`src/source/cache_pkg.sv`:
```
package cache_pkg;

	// ------------------------------------------------------------------------
	// cache geometry
	// ------------------------------------------------------------------------
	localparam int WORD_W      = 32;
	localparam int ADDR_W      = 16;              // word address
	localparam int BLOCK_W     = 2;
	localparam int BLOCK_WORDS = 1 << BLOCK_W;    // words per block
	localparam int LINE_W      = 2;
	localparam int LINES       = 1 << LINE_W;
	localparam int TAG_W       = ADDR_W - BLOCK_W; // tag is the block address

	// memory operation, shared by core and memory side
	typedef enum logic {
		MEM_RD = 1'b0,
		MEM_WR = 1'b1
	} mem_op_e;

	typedef struct packed {
		mem_op_e           op;
		logic [ADDR_W-1:0] addr;
		logic [WORD_W-1:0] wdata;  // ignored on loads
	} core_req_t;

	typedef struct packed {
		logic [WORD_W-1:0] rdata;  // store data echoed back on stores
		logic              hit;
	} core_resp_t;

	typedef struct packed {
		mem_op_e          op;
		logic [TAG_W-1:0] block;   // block address, word bits dropped
	} mem_cmd_t;

	// controller states
	typedef enum logic [2:0] {
		ST_IDLE,
		ST_VICTIM,
		ST_WB_READ,
		ST_WB_SEND,
		ST_FILL_REQ,
		ST_FILL,
		ST_RESPOND
	} ctrl_state_e;

endpackage
```
`src/source/cache_fa_top.sv`:
```
module cache_fa_top (
	input  logic                         clock_i,
	input  logic                         resetn_i,
	input  logic                         core_req_valid_i,
	input  cache_pkg::core_req_t         core_req_i,
	output logic                         core_resp_valid_o,
	output cache_pkg::core_resp_t        core_resp_o,
	output logic                         mem_cmd_valid_o,
	output cache_pkg::mem_cmd_t          mem_cmd_o,
	output logic                         mem_wdata_valid_o,
	output logic [cache_pkg::WORD_W-1:0] mem_wdata_o,
	input  logic                         mem_rdata_valid_i,
	input  logic [cache_pkg::WORD_W-1:0] mem_rdata_i,
	output logic                         flag_hit_o,
	output logic                         flag_miss_o,
	output logic                         flag_writeback_o
);
	import cache_pkg::*;

	// ------------------------------------------------------------------------
	// internal nets
	// ------------------------------------------------------------------------
	logic [TAG_W-1:0]          cam_tag;
	logic                      cam_hit;
	logic [LINE_W-1:0]         cam_line;
	logic                      cam_wr;
	logic [LINE_W-1:0]         cam_wr_line;  // also drives the tag read
	logic [TAG_W-1:0]          cam_rd_tag;
	logic [LINE_W+BLOCK_W-1:0] dmem_addr;
	logic                      dmem_we;
	logic [WORD_W-1:0]         dmem_wdata;
	logic [WORD_W-1:0]         dmem_rdata;
	logic                      plru_touch;
	logic [LINE_W-1:0]         plru_line;
	logic [LINE_W-1:0]         plru_victim;
	logic                      wb_push;
	logic [WORD_W-1:0]         wb_data;
	logic                      fill_empty;
	logic                      fill_pop;
	logic [WORD_W-1:0]         fill_data;

	cache_fa_controller u_ctrl (
		.clock_i           (clock_i),
		.resetn_i          (resetn_i),
		.core_req_valid_i  (core_req_valid_i),
		.core_req_i        (core_req_i),
		.core_resp_valid_o (core_resp_valid_o),
		.core_resp_o       (core_resp_o),
		.cam_tag_o         (cam_tag),
		.cam_hit_i         (cam_hit),
		.cam_line_i        (cam_line),
		.cam_wr_o          (cam_wr),
		.cam_wr_line_o     (cam_wr_line),
		.cam_rd_tag_i      (cam_rd_tag),
		.dmem_addr_o       (dmem_addr),
		.dmem_we_o         (dmem_we),
		.dmem_wdata_o      (dmem_wdata),
		.dmem_rdata_i      (dmem_rdata),
		.plru_touch_o      (plru_touch),
		.plru_line_o       (plru_line),
		.plru_victim_i     (plru_victim),
		.wb_push_o         (wb_push),
		.wb_data_o         (wb_data),
		.wb_pop_o          (mem_wdata_valid_o), // each pop sends one word
		.fill_empty_i      (fill_empty),
		.fill_pop_o        (fill_pop),
		.fill_data_i       (fill_data),
		.mem_cmd_valid_o   (mem_cmd_valid_o),
		.mem_cmd_o         (mem_cmd_o),
		.flag_hit_o        (flag_hit_o),
		.flag_miss_o       (flag_miss_o),
		.flag_writeback_o  (flag_writeback_o)
	);

	tag_cam u_cam (
		.clock_i   (clock_i),
		.resetn_i  (resetn_i),
		.tag_i     (cam_tag),
		.hit_o     (cam_hit),
		.line_o    (cam_line),
		.wr_i      (cam_wr),
		.wr_line_i (cam_wr_line),
		.rd_line_i (cam_wr_line),
		.rd_tag_o  (cam_rd_tag)
	);

	cache_data_mem u_dmem (
		.clock_i (clock_i),
		.addr_i  (dmem_addr),
		.we_i    (dmem_we),
		.wdata_i (dmem_wdata),
		.rdata_o (dmem_rdata)
	);

	plru_tree u_plru (
		.clock_i  (clock_i),
		.resetn_i (resetn_i),
		.touch_i  (plru_touch),
		.line_i   (plru_line),
		.victim_o (plru_victim)
	);

	// memory to cache
	word_fifo u_fill_fifo (
		.clock_i  (clock_i),
		.resetn_i (resetn_i),
		.push_i   (mem_rdata_valid_i),
		.data_i   (mem_rdata_i),
		.pop_i    (fill_pop),
		.data_o   (fill_data),
		.empty_o  (fill_empty)
	);

	// cache to memory, head is the outgoing word
	word_fifo u_wb_fifo (
		.clock_i  (clock_i),
		.resetn_i (resetn_i),
		.push_i   (wb_push),
		.data_i   (wb_data),
		.pop_i    (mem_wdata_valid_o),
		.data_o   (mem_wdata_o),
		.empty_o  ()
	);

endmodule

```
`src/source/cache_fa_controller.sv`:
```
module cache_fa_controller (
	input  logic                                           clock_i,
	input  logic                                           resetn_i,
	// core side
	input  logic                                           core_req_valid_i,
	input  cache_pkg::core_req_t                           core_req_i,
	output logic                                           core_resp_valid_o,
	output cache_pkg::core_resp_t                          core_resp_o,
	// tag cam
	output logic [cache_pkg::TAG_W-1:0]                    cam_tag_o,
	input  logic                                           cam_hit_i,
	input  logic [cache_pkg::LINE_W-1:0]                   cam_line_i,
	output logic                                           cam_wr_o,
	output logic [cache_pkg::LINE_W-1:0]                   cam_wr_line_o, // also tag read line
	input  logic [cache_pkg::TAG_W-1:0]                    cam_rd_tag_i,
	// data array
	output logic [cache_pkg::LINE_W+cache_pkg::BLOCK_W-1:0] dmem_addr_o,
	output logic                                           dmem_we_o,
	output logic [cache_pkg::WORD_W-1:0]                   dmem_wdata_o,
	input  logic [cache_pkg::WORD_W-1:0]                   dmem_rdata_i,
	// replacement
	output logic                                           plru_touch_o,
	output logic [cache_pkg::LINE_W-1:0]                   plru_line_o,
	input  logic [cache_pkg::LINE_W-1:0]                   plru_victim_i,
	// writeback fifo
	output logic                                           wb_push_o,
	output logic [cache_pkg::WORD_W-1:0]                   wb_data_o,
	output logic                                           wb_pop_o,
	// fill fifo
	input  logic                                           fill_empty_i,
	output logic                                           fill_pop_o,
	input  logic [cache_pkg::WORD_W-1:0]                   fill_data_i,
	// memory command
	output logic                                           mem_cmd_valid_o,
	output cache_pkg::mem_cmd_t                            mem_cmd_o,
	// event strobes
	output logic                                           flag_hit_o,
	output logic                                           flag_miss_o,
	output logic                                           flag_writeback_o
);
	import cache_pkg::*;

	ctrl_state_e       state_q;
	core_req_t         req_q;        // request held until the response
	logic              hit_q;
	logic [LINE_W-1:0] line_q;       // hit line, or victim line on a miss
	logic [BLOCK_W:0]  cnt_q;        // word counter, top bit marks 4 sent
	logic [LINES-1:0]  dirty_q;
	logic              rd_vld_q;     // array read issued last cycle
	logic              resp_valid_q;
	logic              flag_hit_q;
	logic              flag_miss_q;
	logic              flag_wb_q;

	logic [TAG_W-1:0]   req_tag;
	logic [BLOCK_W-1:0] req_word;
	logic               is_store;
	logic               last_word;

	assign req_tag   = req_q.addr[ADDR_W-1:BLOCK_W];
	assign req_word  = req_q.addr[BLOCK_W-1:0];
	assign is_store  = (req_q.op == MEM_WR);
	assign last_word = &cnt_q[BLOCK_W-1:0];

	// ------------------------------------------------------------------------
	// state machine and control state
	// ------------------------------------------------------------------------
	always_ff @(posedge clock_i) begin
		if (!resetn_i) begin
			state_q      <= ST_IDLE;
			cnt_q        <= '0;
			dirty_q      <= '0;
			rd_vld_q     <= 1'b0;
			resp_valid_q <= 1'b0;
			flag_hit_q   <= 1'b0;
			flag_miss_q  <= 1'b0;
			flag_wb_q    <= 1'b0;
		end else begin
			rd_vld_q     <= (state_q == ST_WB_READ);
			resp_valid_q <= (state_q == ST_RESPOND);
			flag_hit_q   <= 1'b0;
			flag_miss_q  <= 1'b0;
			flag_wb_q    <= 1'b0;
			case (state_q)
				ST_IDLE: begin
					if (core_req_valid_i) begin // lookup on the live request
						flag_hit_q  <= cam_hit_i;
						flag_miss_q <= !cam_hit_i;
						state_q     <= cam_hit_i ? ST_RESPOND : ST_VICTIM;
					end
				end
				ST_VICTIM: begin
					cnt_q <= '0;
					if (dirty_q[plru_victim_i]) begin // dirty implies valid
						flag_wb_q <= 1'b1;
						state_q   <= ST_WB_READ;
					end else begin
						state_q <= ST_FILL_REQ;
					end
				end
				ST_WB_READ: begin
					if (last_word) begin
						cnt_q   <= '0;
						state_q <= ST_WB_SEND;
					end else begin
						cnt_q <= cnt_q + 1'b1;
					end
				end
				ST_WB_SEND: begin
					if (cnt_q[BLOCK_W]) begin // command plus four words done
						cnt_q   <= '0;
						state_q <= ST_FILL_REQ;
					end else begin
						cnt_q <= cnt_q + 1'b1;
					end
				end
				ST_FILL_REQ: state_q <= ST_FILL;
				ST_FILL: begin
					if (fill_pop_o) begin
						if (last_word) begin
							cnt_q           <= '0;
							dirty_q[line_q] <= 1'b0; // set again below on stores
							state_q         <= ST_RESPOND;
						end else begin
							cnt_q <= cnt_q + 1'b1;
						end
					end
				end
				ST_RESPOND: begin
					if (is_store)
						dirty_q[line_q] <= 1'b1;
					state_q <= ST_IDLE;
				end
				default: state_q <= ST_IDLE;
			endcase
		end
	end

	// request payload
	always_ff @(posedge clock_i) begin
		if (state_q == ST_IDLE && core_req_valid_i) begin
			req_q  <= core_req_i;
			hit_q  <= cam_hit_i;
			line_q <= cam_line_i;
		end
		if (state_q == ST_VICTIM)
			line_q <= plru_victim_i;
	end

	// ------------------------------------------------------------------------
	// datapath control
	// ------------------------------------------------------------------------
	assign cam_tag_o     = (state_q == ST_IDLE) ? core_req_i.addr[ADDR_W-1:BLOCK_W] : req_tag;
	assign cam_wr_o      = fill_pop_o && last_word; // tag valid after fourth word
	assign cam_wr_line_o = line_q;

	// word select from counter, except the final merge or read
	assign dmem_addr_o  = {line_q, (state_q == ST_RESPOND) ? req_word : cnt_q[BLOCK_W-1:0]};
	assign dmem_we_o    = fill_pop_o || (state_q == ST_RESPOND && is_store);
	assign dmem_wdata_o = (state_q == ST_FILL) ? fill_data_i : req_q.wdata;

	assign plru_touch_o = (state_q == ST_RESPOND);
	assign plru_line_o  = line_q;

	assign wb_push_o  = rd_vld_q;  // registered read data lands one cycle late
	assign wb_data_o  = dmem_rdata_i;
	assign wb_pop_o   = (state_q == ST_WB_SEND) && (|cnt_q);
	assign fill_pop_o = (state_q == ST_FILL) && !fill_empty_i;

	always_comb begin
		mem_cmd_valid_o = (state_q == ST_WB_SEND && cnt_q == '0) || (state_q == ST_FILL_REQ);
		mem_cmd_o.op    = (state_q == ST_WB_SEND) ? MEM_WR : MEM_RD;
		mem_cmd_o.block = (state_q == ST_WB_SEND) ? cam_rd_tag_i : req_tag;
	end

	always_comb begin
		core_resp_valid_o = resp_valid_q;
		core_resp_o.rdata = is_store ? req_q.wdata : dmem_rdata_i;
		core_resp_o.hit   = hit_q;
	end

	assign flag_hit_o       = flag_hit_q;
	assign flag_miss_o      = flag_miss_q;
	assign flag_writeback_o = flag_wb_q;

endmodule

```
`src/source/word_fifo.sv`:
```
module word_fifo (
	input  logic                         clock_i,
	input  logic                         resetn_i,
	input  logic                         push_i,
	input  logic [cache_pkg::WORD_W-1:0] data_i,
	input  logic                         pop_i,
	output logic [cache_pkg::WORD_W-1:0] data_o,
	output logic                         empty_o
);
	import cache_pkg::*;

	// one block deep
	logic [WORD_W-1:0]  mem_q [BLOCK_WORDS];
	logic [BLOCK_W-1:0] wr_ptr_q;
	logic [BLOCK_W-1:0] rd_ptr_q;
	logic [BLOCK_W:0]   count_q;
	logic               do_push;
	logic               do_pop;

	assign empty_o = (count_q == '0);
	assign do_pop  = pop_i && !empty_o;
	assign do_push = push_i && !count_q[BLOCK_W]; // top bit set means full
	assign data_o  = mem_q[rd_ptr_q];             // head

	always_ff @(posedge clock_i) begin
		if (!resetn_i) begin
			wr_ptr_q <= '0;
			rd_ptr_q <= '0;
			count_q  <= '0;
		end else begin
			if (do_push)
				wr_ptr_q <= wr_ptr_q + 1'b1; // wraps with the pointer width
			if (do_pop)
				rd_ptr_q <= rd_ptr_q + 1'b1;
			case ({do_push, do_pop})
				2'b10:   count_q <= count_q + 1'b1;
				2'b01:   count_q <= count_q - 1'b1;
				default: count_q <= count_q;
			endcase
		end
	end

	always_ff @(posedge clock_i) begin
		if (do_push)
			mem_q[wr_ptr_q] <= data_i;
	end

endmodule

```
`src/source/plru_tree.sv`:
```
module plru_tree (
	input  logic                         clock_i,
	input  logic                         resetn_i,
	input  logic                         touch_i,
	input  logic [cache_pkg::LINE_W-1:0] line_i,
	output logic [cache_pkg::LINE_W-1:0] victim_o
);
	import cache_pkg::*;

	// heap order, node 1 is the root and node n has children 2n and 2n+1
	logic [LINES-1:1] bits_q;
	logic [LINES-1:1] bits_d;

	// point every node on the path away from the touched line
	always_comb begin
		int node;
		bits_d = bits_q;
		node   = 1;
		if (touch_i) begin
			for (int lvl = 0; lvl < LINE_W; lvl++) begin
				bits_d[node] = ~line_i[LINE_W-1-lvl];
				node         = 2*node + int'(line_i[LINE_W-1-lvl]);
			end
		end
	end

	// walk from the root, 0 goes left
	always_comb begin
		int node;
		node = 1;
		for (int lvl = 0; lvl < LINE_W; lvl++)
			node = 2*node + int'(bits_q[node]);
		victim_o = LINE_W'(node - LINES); // leaf index back to line
	end

	always_ff @(posedge clock_i) begin
		if (!resetn_i)
			bits_q <= '0;
		else
			bits_q <= bits_d;
	end

endmodule

```
`src/source/cache_data_mem.sv`:
```
module cache_data_mem (
	input  logic                                           clock_i,
	input  logic [cache_pkg::LINE_W+cache_pkg::BLOCK_W-1:0] addr_i, // {line, word}
	input  logic                                           we_i,
	input  logic [cache_pkg::WORD_W-1:0]                   wdata_i,
	output logic [cache_pkg::WORD_W-1:0]                   rdata_o
);
	import cache_pkg::*;

	logic [WORD_W-1:0] mem_q [LINES*BLOCK_WORDS];

	// read returns the old word on a same-address write
	always_ff @(posedge clock_i) begin
		if (we_i)
			mem_q[addr_i] <= wdata_i;
		rdata_o <= mem_q[addr_i];
	end

endmodule

```
`src/source/tag_cam.sv`:
```
module tag_cam (
	input  logic                         clock_i,
	input  logic                         resetn_i,
	input  logic [cache_pkg::TAG_W-1:0]  tag_i,
	output logic                         hit_o,
	output logic [cache_pkg::LINE_W-1:0] line_o,
	input  logic                         wr_i,
	input  logic [cache_pkg::LINE_W-1:0] wr_line_i,
	input  logic [cache_pkg::LINE_W-1:0] rd_line_i,
	output logic [cache_pkg::TAG_W-1:0]  rd_tag_o
);
	import cache_pkg::*;

	logic [TAG_W-1:0] tags_q [LINES];
	logic [LINES-1:0] valid_q;

	// parallel compare over all valid entries
	always_comb begin
		hit_o  = 1'b0;
		line_o = '0;
		for (int i = 0; i < LINES; i++) begin
			if (valid_q[i] && tags_q[i] == tag_i) begin // tags are unique
				hit_o  = 1'b1;
				line_o = LINE_W'(i);
			end
		end
	end

	// stored tag for building the writeback address
	assign rd_tag_o = tags_q[rd_line_i];

	always_ff @(posedge clock_i) begin
		if (!resetn_i)
			valid_q <= '0;
		else if (wr_i)
			valid_q[wr_line_i] <= 1'b1;
	end

	always_ff @(posedge clock_i) begin
		if (wr_i)
			tags_q[wr_line_i] <= tag_i;
	end

endmodule

```
`config.mk`:
```
export PLATFORM = sky130hd
export DESIGN_NAME = cache_fa_top
export DESIGN_NICKNAME = d
export VERILOG_FILES = /design/src/source/cache_pkg.sv /design/src/source/cache_fa_top.sv /design/src/source/cache_fa_controller.sv /design/src/source/word_fifo.sv /design/src/source/plru_tree.sv /design/src/source/cache_data_mem.sv /design/src/source/tag_cam.sv
export SDC_FILE = /design/constraint.sdc
export NUM_CORES = 1
export LEC_CHECK = 0
export CORE_MARGIN = 3
export CORE_UTILIZATION = 55
export DETAILED_ROUTE_END_ITERATION = 12
export DONT_BUFFER_PORTS = 1
export PLACE_DENSITY = 0.73
export SETUP_SLACK_MARGIN = 0.15
export SYNTH_ARGS = -nofsm -noshare
export SYNTH_HDL_FRONTEND = slang
export SYNTH_SLANG_ARGS = --single-unit
```
`constraint.sdc`:
```
create_clock -name clock_i -period 4.3 [get_ports clock_i]
set_input_delay 0.43 -clock clock_i [delete_from_list [all_inputs] [get_ports clock_i]]
set_output_delay 0.43 -clock clock_i [all_outputs]
set_load 0.05 [all_outputs]
```
==> out/results.txt <==
status: finished, final reports clean
Synth async-reset ratio: 0%
Num CTS Buffers: 96
chip height: 266 um
initial antenna violation count: 2
first-pass GRT wire length: 133 mm
Final period util: 81.0%
wire length per cell: 31.2 um
# Max-Cap Violations: 0
Hold Fails Final Rpt: 0
Synth area leader: edfxtp_1
vias in the first global route: 19,325
DRC: 0
number of synthesis warnings: 0
top cells by count, synth: edfxtp_1 (876), mux4_2 (238), dfxtp_1 (74), mux2_2 (74), nor2_1 (60)
Nets: 2,042
P&R area growth vs syn: 15.6%
post-synthesis cell type count: 66
gpl congestion: 0.958
Slowest-stage cell, CP: dfxtp_1
cell area after placement: 0.0386 mm^2
fillers: 4,336
H-tree levels: 3
most common cell in the netlist: edfxtp_1
Max clock buf depth: 3
Power per Cell Area: 485 mW/mm^2
Hold Crit Class: input port to register
Die Area: 0.0706 mm^2
Final Skew: 0.0412 ns
DP HPWL: 51.4 mm
CP Class: register to register
Syn Area/Cell: 20.7 um^2
fmax: 287 MHz
minimum clock period: 3.48 ns
DRT Pass-1 Iters: 7
DRT Wirelength: 90.0 mm
Port Buffers: 0
leak pwr: 13.5 nW
Design Area, Final: 0.0429 mm^2
synth top area cells: edfxtp_1 (71%), mux4_2 (14%), dfxtp_1 (4.0%)
Synth Register Bits: 950
Die W: 266 um
worst rel slew slack: 24.4%
Worst EP required: 4.84 ns
Core ar.: 0.0663 mm^2
CP Launch Type: register
row count: 94
Initial Util: 55.9%
total setup buffers inserted after CTS: 0
RSZ-0062 raised after global routing: false
post-DR vias/cell: 6.43
Cells after Synth: 1,793
largest net degree at the start of global routing: 129
antenna viol nets, final: 0
setup tns final: 0 ns
gr usage total: 26.1%
number of diodes: 0
Final setup viols: 0
Post-synth EDFFs: 876
root buf cell: clkbuf_16
crit path DAT: 4.02 ns
syn_nets: 1,892
GRT Residual Overflow: 0
vias: 18,586
Post-CTS Resized: 0
IO Pins: 171
Peak VDD IR: 0.000376 V
area share of the largest cell type after synthesis: 70.9%
share of cells above drive strength 1: 27.5%
clk sinks: 950
hold-fix buffers at CTS: 82
Final Max Tran Viols: 0
CP Capture Type: register
initial DRC count: 2,062
CP peak stage delay: 0.75 ns
Slew @ Worst Pin: 1.13 ns
Synth Cell Area: 0.0371 mm^2
CTS tree: built
critical-path cell list: nand2_1 -> nor2_1 -> buf_4 -> nand2_1 -> o21ai_4 -> buf_12 -> mux4_2 -> mux4_2
worst-path fanout max: 76
top_reg_cell synth: edfxtp_1
Worst-path clk slew: 0.06 ns
Clk Latency, worst-skew pair: 0.67 ns
register area share after synthesis: 74.9%
[cell type report]
class / count / area [um^2] / area share, %
clock buffer: 131 / 2730 / 6.36
clock inverter: 50 / 731 / 1.70
inverter: 58 / 218 / 0.508
multi-input combinational: 702 / 8940 / 20.9
sequential: 950 / 27800 / 64.8
tap: 864 / 1080 / 2.52
timing repair buffer: 135 / 1390 / 3.25
[report_power, final]
group	leakage, nW	switching [mW]	total, mW	internal (mW)
combinational	3.32	0.828	1.25	0.420
sequential	8.54	0.227	10.6	10.4
clock	1.68	3.54	8.91	5.37
[cells in the final DEF, fill, tap and decap left out, types with 5 or more instances in the layout]
cell type / Yosys / final
edfxtp_1: 876 / 876
mux4_2: 238 / 238
clkbuf_16: 0 / 97
dlygate4sd3_1: 0 / 82
mux2_2: 74 / 74
dfxtp_1: 74 / 70
inv_1: 58 / 57
nor2_1: 60 / 48
buf_4: 1 / 39
nand2_1: 38 / 37
xnor2_1: 29 / 29
a21oi_1: 24 / 24
xor2_1: 22 / 22
nor3_1: 23 / 18
clkbuf_1: 50 / 17
clkbuf_8: 0 / 17
o21ai_0: 23 / 16
bufinv_16: 0 / 15
nand2b_1: 14 / 14
buf_12: 0 / 14
nor2b_1: 12 / 12
nor2_4: 0 / 12
ha_1: 12 / 12
clkinv_1: 0 / 12
clkinv_2: 0 / 11
mux2i_1: 9 / 9
o21ai_1: 3 / 8
and2_2: 0 / 8
o221ai_1: 7 / 7
o22ai_1: 7 / 7
o2111ai_1: 7 / 7
and3_1: 7 / 7
nand3_1: 5 / 5
[path summary, 6_finish.rpt]
path / start / cells after the start / end / slack (ns)
setup / recovery: u_ctrl.state_q[1] / 8 / u_dmem.rdata_o[25] / 0.82
hold / removal: core_req_i[47] / 1 / u_cam.tags_q[1][13] / 0.07
setup reg to reg: u_ctrl.state_q[1] / 8 / u_dmem.rdata_o[25] / 0.82
hold reg to reg: u_cam.valid_q[2] / 2 / u_cam.valid_q[2] / 0.48
[sequential cells by signal (all words and copies together) (netlist names), 2 cells and up, named ones only]
signal,flops
u_ctrl.cam_wr_line_o,2
u_fill_fifo.rd_ptr_q,2
u_wb_fifo.count_q,3
u_fill_fifo.mem_q,128
u_ctrl.cnt_q,3
u_fill_fifo.count_q,3
u_plru.bits_q,3
u_wb_fifo.mem_q,128
u_cam.valid_q,4
u_wb_fifo.wr_ptr_q,2
u_wb_fifo.rd_ptr_q,2
u_cam.tags_q,56
u_fill_fifo.wr_ptr_q,2
u_ctrl.req_q,48
u_dmem.rdata_o,32
u_ctrl.state_q,3
u_dmem.mem_q,512
[cells by family (layout without fill, tap and decap cells)]
kind of cell	Yosys count	count (layout)	synth area share, %
AO/OA/AOI/OAI	119	119	2.21
multiplexers	324	324	17.1
adder cells (fa/ha/maj)	14	14	0.513
AND/OR/NAND/NOR	194	194	2.63
flip-flops	950	950	74.9
XOR/XNOR	51	51	1.20
buffers and inverters	141	374	1.47
[per-layer routing]
metal	track usage [%]	wire length [um]	part of all wire [%]	vias up
met1	35.2	34800	39	9808
met4	9.96	3400	3.8	0
li1	-	-	-	7665
met2	42.5	44500	49	928
met3	5.53	7410	8.2	185
met5	0	0	0	-
[metrics by stage]
stage	utilization [%]	worst slack (ns)	hold WS (ns)	power (mW)	std cells
floorplan	-	0.564	0.440	11.6	1793
global placement	58.2	0.988	0.463	12.0	2627
detailed placement	58.2	0.872	0.464	12.0	2627
CTS	64.6	0.782	0.0254	20.9	2890
global route	64.6	0.539	0.0527	21.4	2890
finish	64.6	0.817	0.0671	20.8	2890
[critical path: cells and delay by family (launching register included)]
family	cells	cell delay, ns
AO/OA/AOI/OAI	1	0.11
buffers and inverters	2	0.71
flip-flops	1	0.75
multiplexers	2	1.14
AND/OR/NAND/NOR	3	0.55
(Power assumes the default switching activity.)
